<file path="src/rtl/sdram_sched_pkg.sv">
// SDRAM command scheduler shared geometry, command encoding, request and timing types
package sdram_sched_pkg;

  ////////////////////////////////////////////////////////////
  // Geometry
  ////////////////////////////////////////////////////////////

  localparam int NUM_PORTS = 2;
  localparam int PORT_W    = $clog2(NUM_PORTS);
  localparam int BA_W      = 2;
  localparam int NUM_BANKS = 1 << BA_W;
  localparam int ROW_W     = 11;
  localparam int COL_W     = 8;
  localparam int ADDR_W    = 11;
  localparam int AP_BIT    = 10;
  localparam int DQ_W      = 16;
  localparam int DM_W      = DQ_W / 8;

  // Interval and refresh counters
  localparam int TCNT_W    = 6;
  localparam int REF_W     = 16;
  localparam int CL_MAX    = 3;
  localparam int PEND_W    = 3;

  ////////////////////////////////////////////////////////////
  // Types
  ////////////////////////////////////////////////////////////

  // CS_n, RAS_n, CAS_n, WE_n
  typedef enum logic [3:0] {
    CMD_NOP = 4'b0111,
    CMD_ACT = 4'b0011,
    CMD_RD  = 4'b0101,
    CMD_WR  = 4'b0100,
    CMD_PRE = 4'b0010,
    CMD_REF = 4'b0001
  } sdram_cmd_e;

  typedef struct packed {
    logic             we;
    logic [BA_W-1:0]  ba;
    logic [ROW_W-1:0] row;
    logic [COL_W-1:0] col;
    logic [DQ_W-1:0]  wdata;
    logic [DM_W-1:0]  wmask;
  } sdram_req_t;

  // All intervals in clock cycles
  typedef struct packed {
    logic [REF_W-1:0]  tref;
    logic [TCNT_W-2:0] tras;
    logic [TCNT_W-2:0] trcd;
    logic [TCNT_W-2:0] trp;
    logic [TCNT_W-2:0] twr;
    logic [TCNT_W-2:0] trc;
    logic [TCNT_W-2:0] cl;
  } timing_cfg_t;

  // Column view of the address bus, used on RD, WR and PRE
  typedef struct packed {
    logic                    ap;
    logic [AP_BIT-COL_W-1:0] rsvd;
    logic [COL_W-1:0]        col;
  } sdram_cas_t;

  typedef union packed {
    logic [ADDR_W-1:0] row;
    sdram_cas_t        cas;
  } sdram_addr_u;

  typedef struct packed {
    logic [NUM_BANKS-1:0] open;
    logic [NUM_BANKS-1:0] act_ok;
    logic [NUM_BANKS-1:0] rw_ok;
    logic [NUM_BANKS-1:0] pre_ok;
    logic [NUM_BANKS-1:0] row_hit;
  } bank_ok_t;

  // Interval counters stop at zero
  function automatic logic [TCNT_W-1:0] tmr_dec(input logic [TCNT_W-1:0] cnt);
    return (cnt == '0) ? cnt : cnt - 1'b1;
  endfunction

  // Next command may go out once the count is at or below one
  function automatic logic tmr_done(input logic [TCNT_W-1:0] cnt);
    return cnt <= TCNT_W'(1);
  endfunction

endpackage

</file>
<file path="src/rtl/sdram_bank_tracker.sv">
// Bank tracker keeps the open row of each bank and its tRAS, tRCD, tRP and tWR intervals
module sdram_bank_tracker
  import sdram_sched_pkg::*;
(
  input  logic             clk_i,
  input  logic             rst_ni,
  input  timing_cfg_t      cfg_i,
  input  sdram_cmd_e       cmd_i,
  input  logic [BA_W-1:0]  cmd_ba_i,
  input  sdram_addr_u      cmd_addr_i,
  input  logic [BA_W-1:0]  sel_ba_i,
  input  logic [ROW_W-1:0] sel_row_i,
  output bank_ok_t         bank_ok_o
);

  logic [NUM_BANKS-1:0] open_q;
  logic [NUM_BANKS-1:0] open_d;
  logic [ROW_W-1:0]     row_q  [NUM_BANKS];
  logic [ROW_W-1:0]     row_d  [NUM_BANKS];
  logic [TCNT_W-1:0]    tras_q [NUM_BANKS];
  logic [TCNT_W-1:0]    tras_d [NUM_BANKS];
  logic [TCNT_W-1:0]    trcd_q [NUM_BANKS];
  logic [TCNT_W-1:0]    trcd_d [NUM_BANKS];
  logic [TCNT_W-1:0]    trp_q  [NUM_BANKS];
  logic [TCNT_W-1:0]    trp_d  [NUM_BANKS];
  logic [TCNT_W-1:0]    twr_q  [NUM_BANKS];
  logic [TCNT_W-1:0]    twr_d  [NUM_BANKS];
  logic [NUM_BANKS-1:0] act_hit;
  logic [NUM_BANKS-1:0] wr_hit;
  logic [NUM_BANKS-1:0] pre_hit;

  ////////////////////////////////////////////////////////////
  // Next state, including the command now on the bus
  ////////////////////////////////////////////////////////////

  // Outputs look at the next state so the command in flight is already counted
  always_comb
  begin
    for (int b = 0; b < NUM_BANKS; b++)
    begin
      act_hit[b] = (cmd_i == CMD_ACT) && (cmd_ba_i == BA_W'(b));
      wr_hit[b]  = (cmd_i == CMD_WR) && (cmd_ba_i == BA_W'(b));
      pre_hit[b] = (cmd_i == CMD_PRE) && (cmd_addr_i.cas.ap || cmd_ba_i == BA_W'(b));

      open_d[b] = act_hit[b] | (open_q[b] & ~pre_hit[b]);
      row_d[b]  = act_hit[b] ? cmd_addr_i.row : row_q[b];

      tras_d[b] = act_hit[b] ? TCNT_W'(cfg_i.tras) : tmr_dec(tras_q[b]);
      trcd_d[b] = act_hit[b] ? TCNT_W'(cfg_i.trcd) : tmr_dec(trcd_q[b]);
      trp_d[b]  = pre_hit[b] ? TCNT_W'(cfg_i.trp) : tmr_dec(trp_q[b]);
      twr_d[b]  = wr_hit[b] ? TCNT_W'(cfg_i.twr) : tmr_dec(twr_q[b]);
    end
  end

  always_comb
  begin
    for (int b = 0; b < NUM_BANKS; b++)
    begin
      bank_ok_o.open[b]    = open_d[b];
      bank_ok_o.act_ok[b]  = tmr_done(trp_d[b]);
      bank_ok_o.rw_ok[b]   = tmr_done(trcd_d[b]);
      bank_ok_o.pre_ok[b]  = tmr_done(tras_d[b]) && tmr_done(twr_d[b]);
      bank_ok_o.row_hit[b] = open_d[b] && (sel_ba_i == BA_W'(b)) && (row_d[b] == sel_row_i);
    end
  end

  ////////////////////////////////////////////////////////////
  // State registers
  ////////////////////////////////////////////////////////////

  always_ff @(posedge clk_i or negedge rst_ni)
  begin
    if (!rst_ni)
    begin
      open_q <= '0;
      for (int b = 0; b < NUM_BANKS; b++)
      begin
        tras_q[b] <= '0;
        trcd_q[b] <= '0;
        trp_q[b]  <= '0;
        twr_q[b]  <= '0;
      end
    end
    else
    begin
      open_q <= open_d;
      for (int b = 0; b < NUM_BANKS; b++)
      begin
        tras_q[b] <= tras_d[b];
        trcd_q[b] <= trcd_d[b];
        trp_q[b]  <= trp_d[b];
        twr_q[b]  <= twr_d[b];
      end
    end
  end

  // Open row only matters while the bank is open
  always_ff @(posedge clk_i)
  begin
    for (int b = 0; b < NUM_BANKS; b++)
      row_q[b] <= row_d[b];
  end

endmodule

</file>
<file path="src/rtl/sdram_refresh_ctrl.sv">
// Refresh controller counts refresh intervals, pending refreshes and the shared tRC interval
module sdram_refresh_ctrl
  import sdram_sched_pkg::*;
(
  input  logic        clk_i,
  input  logic        rst_ni,
  input  timing_cfg_t cfg_i,
  input  logic        ref_issue_i,
  input  logic        act_issue_i,
  output logic        ref_pending_o,
  output logic        trc_ok_o
);

  logic [REF_W-1:0]  ref_cnt_q;
  logic              ref_tick;
  logic [PEND_W-1:0] pend_q;
  logic [TCNT_W-1:0] trc_q;

  // One refresh due every tref cycles
  assign ref_tick = (ref_cnt_q == cfg_i.tref - 1'b1);

  always_ff @(posedge clk_i or negedge rst_ni)
  begin
    if (!rst_ni)
    begin
      ref_cnt_q <= '0;
      pend_q    <= '0;
      trc_q     <= '0;
    end
    else
    begin
      ref_cnt_q <= ref_tick ? '0 : ref_cnt_q + 1'b1;

      // Saturates at the pending limit
      case ({ref_tick, ref_issue_i})
        2'b10:   if (pend_q != '1) pend_q <= pend_q + 1'b1;
        2'b01:   pend_q <= pend_q - 1'b1;
        default: pend_q <= pend_q;
      endcase

      trc_q <= (ref_issue_i || act_issue_i) ? TCNT_W'(cfg_i.trc) : tmr_dec(trc_q);
    end
  end

  assign ref_pending_o = |pend_q;
  assign trc_ok_o      = tmr_done(trc_q);

endmodule

</file>
<file path="src/rtl/sdram_cmd_fsm.sv">
// Command FSM picks a port and decides one registered SDRAM command per cycle
module sdram_cmd_fsm
  import sdram_sched_pkg::*;
(
  input  logic              clk_i,
  input  logic              rst_ni,
  input  logic              req_i      [NUM_PORTS],
  input  sdram_req_t        req_data_i [NUM_PORTS],
  input  bank_ok_t          bank_ok_i,
  input  logic              ref_pending_i,
  input  logic              trc_ok_i,
  output logic [BA_W-1:0]   sel_ba_o,
  output logic [ROW_W-1:0]  sel_row_o,
  output logic              ref_issue_o,
  output logic              act_issue_o,
  output logic              rd_issue_o,
  output logic [PORT_W-1:0] rd_port_o,
  output logic              rdy_o      [NUM_PORTS],
  output sdram_cmd_e        sdram_cmd_o,
  output logic [BA_W-1:0]   sdram_ba_o,
  output sdram_addr_u       sdram_addr_o,
  output logic [DQ_W-1:0]   dq_o,
  output logic [DM_W-1:0]   dm_o,
  output logic              dq_oe_o
);

  logic              win_vld;
  logic [PORT_W-1:0] win;
  sdram_req_t        win_req;
  logic [BA_W-1:0]   win_ba;
  sdram_cmd_e        nxt_cmd;
  sdram_addr_u       nxt_addr;
  logic              nxt_rw;

  ////////////////////////////////////////////////////////////
  // Arbitration
  ////////////////////////////////////////////////////////////

  // Lowest port wins; a port is skipped in its rdy cycle
  always_comb
  begin
    win_vld = 1'b0;
    win     = '0;
    for (int p = NUM_PORTS - 1; p >= 0; p--)
    begin
      if (req_i[p] && !rdy_o[p])
      begin
        win_vld = 1'b1;
        win     = PORT_W'(p);
      end
    end
  end

  assign win_req   = req_data_i[win];
  assign win_ba    = win_req.ba;
  assign sel_ba_o  = win_ba;
  assign sel_row_o = win_req.row;

  ////////////////////////////////////////////////////////////
  // Command decision
  ////////////////////////////////////////////////////////////

  always_comb
  begin
    nxt_cmd      = CMD_NOP;
    nxt_addr.row = win_req.row;
    nxt_rw       = 1'b0;

    if (ref_pending_i)
    begin
      // Close everything first, then refresh
      if (|bank_ok_i.open)
      begin
        if (&bank_ok_i.pre_ok)
        begin
          nxt_cmd         = CMD_PRE;
          nxt_addr.cas.ap = 1'b1;
        end
      end
      else if (&bank_ok_i.act_ok && trc_ok_i)
      begin
        nxt_cmd = CMD_REF;
      end
    end
    else if (win_vld)
    begin
      if (bank_ok_i.row_hit[win_ba])
      begin
        if (bank_ok_i.rw_ok[win_ba])
        begin
          nxt_cmd           = win_req.we ? CMD_WR : CMD_RD;
          nxt_addr.cas.ap   = 1'b0;
          nxt_addr.cas.rsvd = '0;
          nxt_addr.cas.col  = win_req.col;
          nxt_rw            = 1'b1;
        end
      end
      else if (!bank_ok_i.open[win_ba])
      begin
        if (bank_ok_i.act_ok[win_ba] && trc_ok_i)
          nxt_cmd = CMD_ACT;
      end
      // Row conflict
      else if (bank_ok_i.pre_ok[win_ba])
      begin
        nxt_cmd         = CMD_PRE;
        nxt_addr.cas.ap = 1'b0;
      end
    end
  end

  assign ref_issue_o = (nxt_cmd == CMD_REF);
  assign act_issue_o = (nxt_cmd == CMD_ACT);
  assign rd_issue_o  = (nxt_cmd == CMD_RD);
  assign rd_port_o   = win;

  ////////////////////////////////////////////////////////////
  // Output registers
  ////////////////////////////////////////////////////////////

  always_ff @(posedge clk_i or negedge rst_ni)
  begin
    if (!rst_ni)
    begin
      sdram_cmd_o <= CMD_NOP;
      dq_oe_o     <= 1'b0;
      for (int p = 0; p < NUM_PORTS; p++)
        rdy_o[p] <= 1'b0;
    end
    else
    begin
      sdram_cmd_o <= nxt_cmd;
      dq_oe_o     <= (nxt_cmd == CMD_WR);
      // rdy lines up with RD or WR on the bus
      for (int p = 0; p < NUM_PORTS; p++)
        rdy_o[p] <= nxt_rw && (win == PORT_W'(p));
    end
  end

  always_ff @(posedge clk_i)
  begin
    sdram_ba_o   <= win_ba;
    sdram_addr_o <= nxt_addr;
    dq_o         <= win_req.wdata;
    dm_o         <= win_req.wmask;
  end

endmodule

</file>
<file path="src/rtl/sdram_rd_return.sv">
// Read return queue delays RD tokens by the CAS latency and routes read data to its port
module sdram_rd_return
  import sdram_sched_pkg::*;
(
  input  logic              clk_i,
  input  logic              rst_ni,
  input  timing_cfg_t       cfg_i,
  input  logic              rd_issue_i,
  input  logic [PORT_W-1:0] rd_port_i,
  input  logic [DQ_W-1:0]   dq_i,
  output logic              rvalid_o [NUM_PORTS],
  output logic [DQ_W-1:0]   rdata_o
);

  typedef struct packed {
    logic              valid;
    logic [PORT_W-1:0] port;
  } rd_tok_t;

  rd_tok_t                          queue_q [CL_MAX+1];
  logic [$clog2(CL_MAX+1)-1:0]      entry;

  // RD goes on the bus one cycle after issue, so stage cl exits with the data
  assign entry = cfg_i.cl[$clog2(CL_MAX+1)-1:0];

  always_ff @(posedge clk_i or negedge rst_ni)
  begin
    if (!rst_ni)
    begin
      for (int s = 0; s <= CL_MAX; s++)
        queue_q[s] <= '0;
      for (int p = 0; p < NUM_PORTS; p++)
        rvalid_o[p] <= 1'b0;
    end
    else
    begin
      for (int s = 0; s < CL_MAX; s++)
        queue_q[s] <= queue_q[s+1];
      queue_q[CL_MAX] <= '0;

      if (rd_issue_i)
        queue_q[entry] <= '{valid: 1'b1, port: rd_port_i};

      for (int p = 0; p < NUM_PORTS; p++)
        rvalid_o[p] <= queue_q[0].valid && (queue_q[0].port == PORT_W'(p));
    end
  end

  // Shared by all ports, rvalid says who owns it
  always_ff @(posedge clk_i)
  begin
    if (queue_q[0].valid)
      rdata_o <= dq_i;
  end

endmodule

</file>
<file path="src/rtl/sdram_cmd_scheduler.sv">
// SDRAM command scheduler top with two fixed-priority ports over a four-bank SDR SDRAM
module sdram_cmd_scheduler
  import sdram_sched_pkg::*;
(
  input  logic            clk_i,
  input  logic            rst_ni,

  // Requester ports
  input  logic            req_i      [NUM_PORTS],
  input  sdram_req_t      req_data_i [NUM_PORTS],
  output logic            rdy_o      [NUM_PORTS],
  output logic            rvalid_o   [NUM_PORTS],
  output logic [DQ_W-1:0] rdata_o,

  input  timing_cfg_t     cfg_i,

  // SDRAM bus
  output sdram_cmd_e      sdram_cmd_o,
  output logic [BA_W-1:0] sdram_ba_o,
  output sdram_addr_u     sdram_addr_o,
  output logic [DQ_W-1:0] dq_o,
  output logic [DM_W-1:0] dm_o,
  output logic            dq_oe_o,
  input  logic [DQ_W-1:0] dq_i
);

  bank_ok_t          bank_ok;
  logic [BA_W-1:0]   sel_ba;
  logic [ROW_W-1:0]  sel_row;
  logic              ref_issue;
  logic              act_issue;
  logic              ref_pending;
  logic              trc_ok;
  logic              rd_issue;
  logic [PORT_W-1:0] rd_port;

  ////////////////////////////////////////////////////////////
  // Blocks
  ////////////////////////////////////////////////////////////

  sdram_cmd_fsm u_cmd_fsm (
    .clk_i         (clk_i),
    .rst_ni        (rst_ni),
    .req_i         (req_i),
    .req_data_i    (req_data_i),
    .bank_ok_i     (bank_ok),
    .ref_pending_i (ref_pending),
    .trc_ok_i      (trc_ok),
    .sel_ba_o      (sel_ba),
    .sel_row_o     (sel_row),
    .ref_issue_o   (ref_issue),
    .act_issue_o   (act_issue),
    .rd_issue_o    (rd_issue),
    .rd_port_o     (rd_port),
    .rdy_o         (rdy_o),
    .sdram_cmd_o   (sdram_cmd_o),
    .sdram_ba_o    (sdram_ba_o),
    .sdram_addr_o  (sdram_addr_o),
    .dq_o          (dq_o),
    .dm_o          (dm_o),
    .dq_oe_o       (dq_oe_o)
  );

  // Tracks the command that is on the bus
  sdram_bank_tracker u_bank_tracker (
    .clk_i      (clk_i),
    .rst_ni     (rst_ni),
    .cfg_i      (cfg_i),
    .cmd_i      (sdram_cmd_o),
    .cmd_ba_i   (sdram_ba_o),
    .cmd_addr_i (sdram_addr_o),
    .sel_ba_i   (sel_ba),
    .sel_row_i  (sel_row),
    .bank_ok_o  (bank_ok)
  );

  sdram_refresh_ctrl u_refresh_ctrl (
    .clk_i         (clk_i),
    .rst_ni        (rst_ni),
    .cfg_i         (cfg_i),
    .ref_issue_i   (ref_issue),
    .act_issue_i   (act_issue),
    .ref_pending_o (ref_pending),
    .trc_ok_o      (trc_ok)
  );

  sdram_rd_return u_rd_return (
    .clk_i      (clk_i),
    .rst_ni     (rst_ni),
    .cfg_i      (cfg_i),
    .rd_issue_i (rd_issue),
    .rd_port_i  (rd_port),
    .dq_i       (dq_i),
    .rvalid_o   (rvalid_o),
    .rdata_o    (rdata_o)
  );

endmodule

</file>
<file path="config.mk">
export PLATFORM = sky130hd
export DESIGN_NAME = sdram_cmd_scheduler
export DESIGN_NICKNAME = d
export VERILOG_FILES = /design/src/rtl/sdram_sched_pkg.sv /design/src/rtl/sdram_bank_tracker.sv /design/src/rtl/sdram_refresh_ctrl.sv /design/src/rtl/sdram_cmd_fsm.sv /design/src/rtl/sdram_rd_return.sv /design/src/rtl/sdram_cmd_scheduler.sv
export SDC_FILE = /design/constraint.sdc
export NUM_CORES = 1
export LEC_CHECK = 0
export BUFFER_PORTS_ARGS = -buffer_cell sky130_fd_sc_hd__buf_2
export CAP_MARGIN = 10
export CELL_PAD_IN_SITES_DETAIL_PLACEMENT = 2
export CELL_PAD_IN_SITES_GLOBAL_PLACEMENT = 2
export CORE_ASPECT_RATIO = 0.7
export CORE_MARGIN = 2
export CORE_UTILIZATION = 36
export CTS_CLUSTER_DIAMETER = 40
export DETAILED_ROUTE_END_ITERATION = 12
export GPL_TIMING_DRIVEN = 0
export PLACE_DENSITY = 0.9
export SYNTH_ARGS = -nofsm -noshare
export SYNTH_HDL_FRONTEND = slang
export SYNTH_SLANG_ARGS = --single-unit
</file>
<file path="constraint.sdc">
create_clock -name clk_i -period 4.25 [get_ports clk_i]
set_input_delay 0.425 -clock clk_i [delete_from_list [all_inputs] [get_ports clk_i]]
set_output_delay 0.425 -clock clk_i [all_outputs]
set_load 0.05 [all_outputs]
</file>
# Word level (Yosys, flattened, before mapping)
# Memory sizes are Yosys's and may differ from the RTL's.
# Cells that the tools add are included.
[totals]
reg_bits = 189
ramBits = 44
inputBits = 146
output_inout_bits = 56
mem_count = 1
[mem_list]
columns = ["memory", "words", "width", "read_ports", "rd_clocked_by_memory_dff", "wr", "line_no", "source"]
rows = [
  ["u_bank_tracker.row_q", 4, 11, 4, 0, 4, "sdram_bank_tracker.sv:18", "logic [ROW_W-1:0] row_q [NUM_BANKS];"],
]
[op_classes]
add_sub_neg = 21
order_cmp = 21
eq_ne = 23
mux = 86
bitwise_logic = 16
reduce_logical = 65
[ops]
columns = ["op", "n"]
rows = [
  ["$mux W6", 34],
  ["$mux W40", 3],
  ["$le A6 B1 Y1 const B", 17],
  ["$logic_not A6 Y1", 17],
  ["$sub A6 B1 Y6 const B", 17],
  ["$mux W11", 6],
  ["$eq A11 B11 Y1", 4],
  ["$logic_and A1 B1 Y1", 33],
  ["$mux W4", 6],
  ["$mux W10", 2],
  ["$mux W1", 19],
  ["$add A16 B1 Y16 const B", 1],
  ["$eq A16 B16 Y1", 1],
  ["$mux W16", 1],
  ["$sub A16 B1 Y16 const B", 1],
  ["$mux W3", 5],
  ["$eq A4 B2 Y1 const B", 3],
  ["$eq A4 B3 Y1 const B", 3],
  ["$bmux W1 S2", 5],
  ["$eq A2 B2 Y1 const B", 5],
  ["$bwmux W8", 1],
  ["$mux W8", 1],
  ["$reduce_and A4 Y1", 2],
  ["$eq A2 B1 Y1 const B", 3],
  ["24 further kinds", 42],
]

# Logic depth before layout (Yosys ltp)
[depth]
word_depth = 20
ltp_mapped = 14
depth_no_buf = 13

# Hierarchy
# A second synthesis with hierarchy kept.
[unflattened]
hier_cells = 1417
area_unflattened_um2 = 12762.2
[modules_own_cells]
columns = ["mod", "instances", "cells_each", "area_each_um2", "seq_area_each_um2"]
rows = [
  ["sdram_bank_tracker", 1, 884, 7945.1, 3383.2],
  ["sdram_refresh_ctrl", 1, 237, 2004.4, 625.6],
  ["sdram_cmd_fsm", 1, 257, 1968.1, 774.5],
  ["sdram_rd_return", 1, 39, 844.6, 730.7],
]

# Worst setup path before layout
# OpenSTA, ideal clock, no wires.
[synth_path]
path_kind = "flip-flop to flip-flop"
from = "reg u_cmd_fsm.sdram_ba_o[0]"
to = "reg u_refresh_ctrl.pend_q[1]"
setup_ns = 0.087
t_arrival_ns = 3.545
required_ns = 4.163
slack_ns = 0.619
stages_incl_launch_ff = 14
path_buffers = 2
path_cell_list = "dfxtp_1 -> buf_4 -> nor2b_1 -> buf_2 -> o21a_1 -> o31ai_1 -> or4_4 -> nor4_4 -> and4_2 -> nand2b_1 -> fa_1 -> mux2i_1 -> nor2_1 -> a211oi_2"
[synth_rtl]
columns = ["element", "line_no", "source"]
rows = [
  ["start: declaration", "sdram_cmd_fsm.sv:20", "output logic [BA_W-1:0] sdram_ba_o,"],
  ["start signal: assignment", "sdram_cmd_fsm.sv:142", "sdram_ba_o <= win_ba;"],
  ["end signal: assignment", "sdram_refresh_ctrl.sv:36", "2'b10: if (pend_q != '1) pend_q <= pend_q + 1'b1;"],
  ["end signal: assignment", "sdram_refresh_ctrl.sv:37", "2'b01: pend_q <= pend_q - 1'b1;"],
  ["end signal: assignment", "sdram_refresh_ctrl.sv:38", "default: pend_q <= pend_q;"],
  ["end: declaration", "sdram_refresh_ctrl.sv:16", "logic [PEND_W-1:0] pend_q;"],
]

==> metrics.md <==
| Metric | Value |
|---|---|
| Nets | 1812 |
| Primary FF master, synth | dfrtp_1 |
| Max cap viols | 0 |
| VDD IR max | between 0.2 and 0.3 mV |
| CP Launch Type | flop |
| Yosys warns | 0 |
| Data arrival, critical path | around 4.6 ns |
| Setup_tns | 0 ns |
| Diode count | 0 |
| RD Place Congestion | 0.917 |
| Area of the multi-input gates | 0.00717 mm2 |
| Die Area | 0.0379 mm2 |
| Met1 wire length | between 20 and 25 mm |
| DR pass1 iterations | 5 |
| DP Worst Slack | -0.0624 ns |
| Hold Vio Cnt, Final | 0 |
| Clk sinks | 232 |
| Met2 WL | 27.2 mm |
| # rows | 58 |
| Area Overhead vs Synth | 23.1% |
| Seq. cell area | 0.00551 mm2 |
| Status | finished clean |
| Async SR Flop Fraction | 0.608 |
| Power density over the cells | 695 mW/mm2 |
| Largest net degree at the start of global routing | between 70 and 80 |
| Req. time, crit path | 4.65 ns |
| LEAKAGE | 7.12 nW |
| Met3 routed WL | 3.26 mm |
| Fraction of layout cells with a size suffix above 1 | 0.242 |
| Synth Register Bits | 232 |
| CTS Root Cell | clkbuf_16 |
| Core area | roughly 0.036 mm2 |
| Vias in the first global route | 14120 |
| Initial Utilization | 0.365 |
| Antenna violations before repair | 0 |
| Slew HR | 0.300 |
| Clock Skews | 0.0254 ns |
| Fillers | approximately 3900 |
| Synthesized area | between 0.01 and 0.015 mm2 |
| Wirelength per Cell | 26.5 um |
| Iter 0 DRT Violations | about 1000 |
| Library cells used by synthesis | 99 |
| Drt via density | 5.88 |
| PnR worst setup slack | 0.0652 ns |
| Achievable Freq | 0.239 GHz |
| Later-pin clock latency in the skew report | 0.56 ns |
| Final WL | 56.7 mm |
| GRT Total Usage | 0.293 |
| Post-synth EDFFs | 16 |
| Tmin final | 4.18 ns |
| Tcrit/Tclk final | 0.985 |
| Clock-pin slew on the worst setup and hold paths | approximately 0.07 ns |
| Worst Path Max Fanout | 10 |
| Die width | 232 um |
| CTS max path bufs | 3 |
| Antenna-violating nets left | 0 |
| Overall Power | 11.2 mW |
| IO Count | 202 |
| DRC Markers | 0 |
| CTS tree | done |
| Final HPWL DP | about 37 mm |
| Vias | 12573 |
| DIE HEIGHT | 164 um |
| IO buf count | 196 |
| Synthesized instance count | 1389 |
| Synth Area per Inst | 9.42 um2 |
| Final Util | 0.449 |
| Final setup fails | 0 |
| Least-Margin Pin Slew | 1.04 ns |
| Syn_nets | 1572 |
| Uppermost routed layer | met4 |
| Setup Crit Path Kind | reg2reg |
| CTS buffer count | 38 |
| Slew Viols, Final | 0 |
| Type of the most critical hold path | in2reg |
| Grt total ovfl | 0 |
| Critical Path End Type | flop |
| Htree depth | 2 |
| Sequential share of the synthesized area | 0.421 |
| First-pass GRT wire length | ~86 mm |
## worst paths after layout
path | start | end | slack (ns) | depth (start not counted)
min in group asynchronous | rst_ni | u_bank_tracker.trcd_q[11] | 0.47 | 2
max reg2reg | u_cmd_fsm.sdram_ba_o[0] | u_refresh_ctrl.pend_q[2] | 0.07 | 12
max in group asynchronous | rst_ni | u_bank_tracker.trp_q[23] | 2.91 | 3
min | dq_i[12] | u_rd_return.rdata_o[12] | 0.06 | 1
min reg2reg | u_rd_return.queue_q[3] | u_rd_return.queue_q[5] | 0.44 | 1
max | u_cmd_fsm.sdram_ba_o[0] | u_refresh_ctrl.pend_q[2] | 0.07 | 12
## layout make-up
class | count | area share
clock buffers | 46 | 0.0654
repair buffers | 201 | 0.0650
inverters | 57 | 0.0135
flip-flops and latches | 232 | 0.342
clock inverters | 24 | 0.0176
multi-input cells | 1056 | 0.445
plain buffers | 43 | 0.0141
well taps | 480 | 0.0373
## worst max-delay path: stages (launching register included)
cell	delay [ns]
dfxtp_1	0.43
buf_4	0.22
nor2b_1	0.28
buf_2	0.33
o21a_1	0.26
o31ai_1	0.16
or4_4	0.60
nor4_4	0.35
and4_2	0.34
nand2b_1	0.08
fa_1	0.47
a221oi_1	0.38
a21oi_1	0.12
## metal layers
metal / vias to the layer above / GRT usage
met1: 6460 / 0.374
met2: 501 / 0.487
met5: - / 0
met3: 140 / 0.0457
met4: 0 / 0.137
li1: 5472 / -
## registers in the layout, indices dropped and copies added (netlist names)
register and flops:
u_cmd_fsm.dm_o 2, u_bank_tracker.twr_q 24, u_rd_return.rdata_o 16, u_cmd_fsm.dq_oe_o 1
u_cmd_fsm.sdram_ba_o 2, u_cmd_fsm.sdram_cmd_o 3, u_cmd_fsm.sdram_addr_o 11, u_bank_tracker.trcd_q 24
u_refresh_ctrl.trc_q 6, u_cmd_fsm.dq_o 16, u_bank_tracker.trp_q 24, u_bank_tracker.open_q 4
u_rd_return.rvalid_o 2, u_bank_tracker.tras_q 24, u_cmd_fsm.rdy_o 2, u_rd_return.queue_q 8
u_refresh_ctrl.pend_q 3, u_refresh_ctrl.ref_cnt_q 16, u_bank_tracker.row_q 44
## report_power, final
group	switching [mW]	internal [mW]
sequential	0.726	2.92
clock	1.27	2.05
combinational	2.62	1.62
total	4.61	6.59
## synth_stat cells, drive strengths merged, types with 12 or more instances
library cell,count,area share
o31ai,27,0.015
o21ai,70,0.027
and2,12,0.0061
nor3b,12,0.0085
nand3,52,0.020
a211oi,16,0.0096
dfxtp,75,0.11
a21oi,45,0.017
edfxtp,16,0.037
dfrtp,138,0.26
mux2i,18,0.014
nand2b,14,0.0067
mux2,42,0.037
clkbuf,17,0.0049
or2,18,0.0086
nor4,18,0.0097
nand4,26,0.014
xnor2,75,0.050
ha,36,0.034
nand2,143,0.041
buf,27,0.013
nor2,126,0.037
inv,56,0.016
xor2,53,0.035
nor3,48,0.020
o211ai,16,0.0092
and3,26,0.012
or3,17,0.0093
## kinds of logic after synthesis
logic type      Yosys count  synth area share
buf+inv                 101            0.0338
fa+ha+maj                37            0.0359
flops                   232             0.421
xor+xnor                128            0.0856
other cells               1          0.000286
compound gates          266             0.137
simple gates            556             0.222
mux                      68            0.0642
## stage by stage
step / instances / area, um2 / hold slack, ns
detailed placement: 2066 / 14700 / 0.426
floorplan: 1389 / 13100 / 0.129
global placement: 2065 / 14700 / 0.410
global route: 2139 / 16100 / 0.0444
finish: 2139 / 16100 / 0.0606
CTS: 2137 / 16100 / 0.0415
## cells in the final DEF (no fill, tap or decap), types with 11 or more instances in the layout
master     netlist  layout
buf_2           15     210
nand2_1        141     140
dfrtp_1        138     138
nor2_1         124     123
xnor2_1         75      75
dfxtp_1         75      75
o21ai_0         65      62
inv_1           56      56
xor2_1          53      53
nand3_1         52      52
nor3_1          46      45
a21oi_1         45      42
clkbuf_16        0      40
mux2_2          39      39
ha_1            36      36
and3_1          26      26
o31ai_1         27      26
nand4_1         25      25
clkbuf_1        17      18
mux2i_1         18      18
or2_2           17      17
nor4_1          17      17
o211ai_1        16      16
edfxtp_1        16      16
a211oi_1        15      15
or3_1           14      14
nand2b_1        14      14
buf_4            8      11
## what timing repair did
action                                 4_1_cts  5_1_grt
pin swaps                                    0        2
setup endpoints to repair                    1       13
gates cloned                                 0        0
gates resized for setup                      1       13
setup buffers                                0        3
endpoints found under the hold margin       62        0
hold buffers                                 1        0
Power figures use the tool's default switching activity.
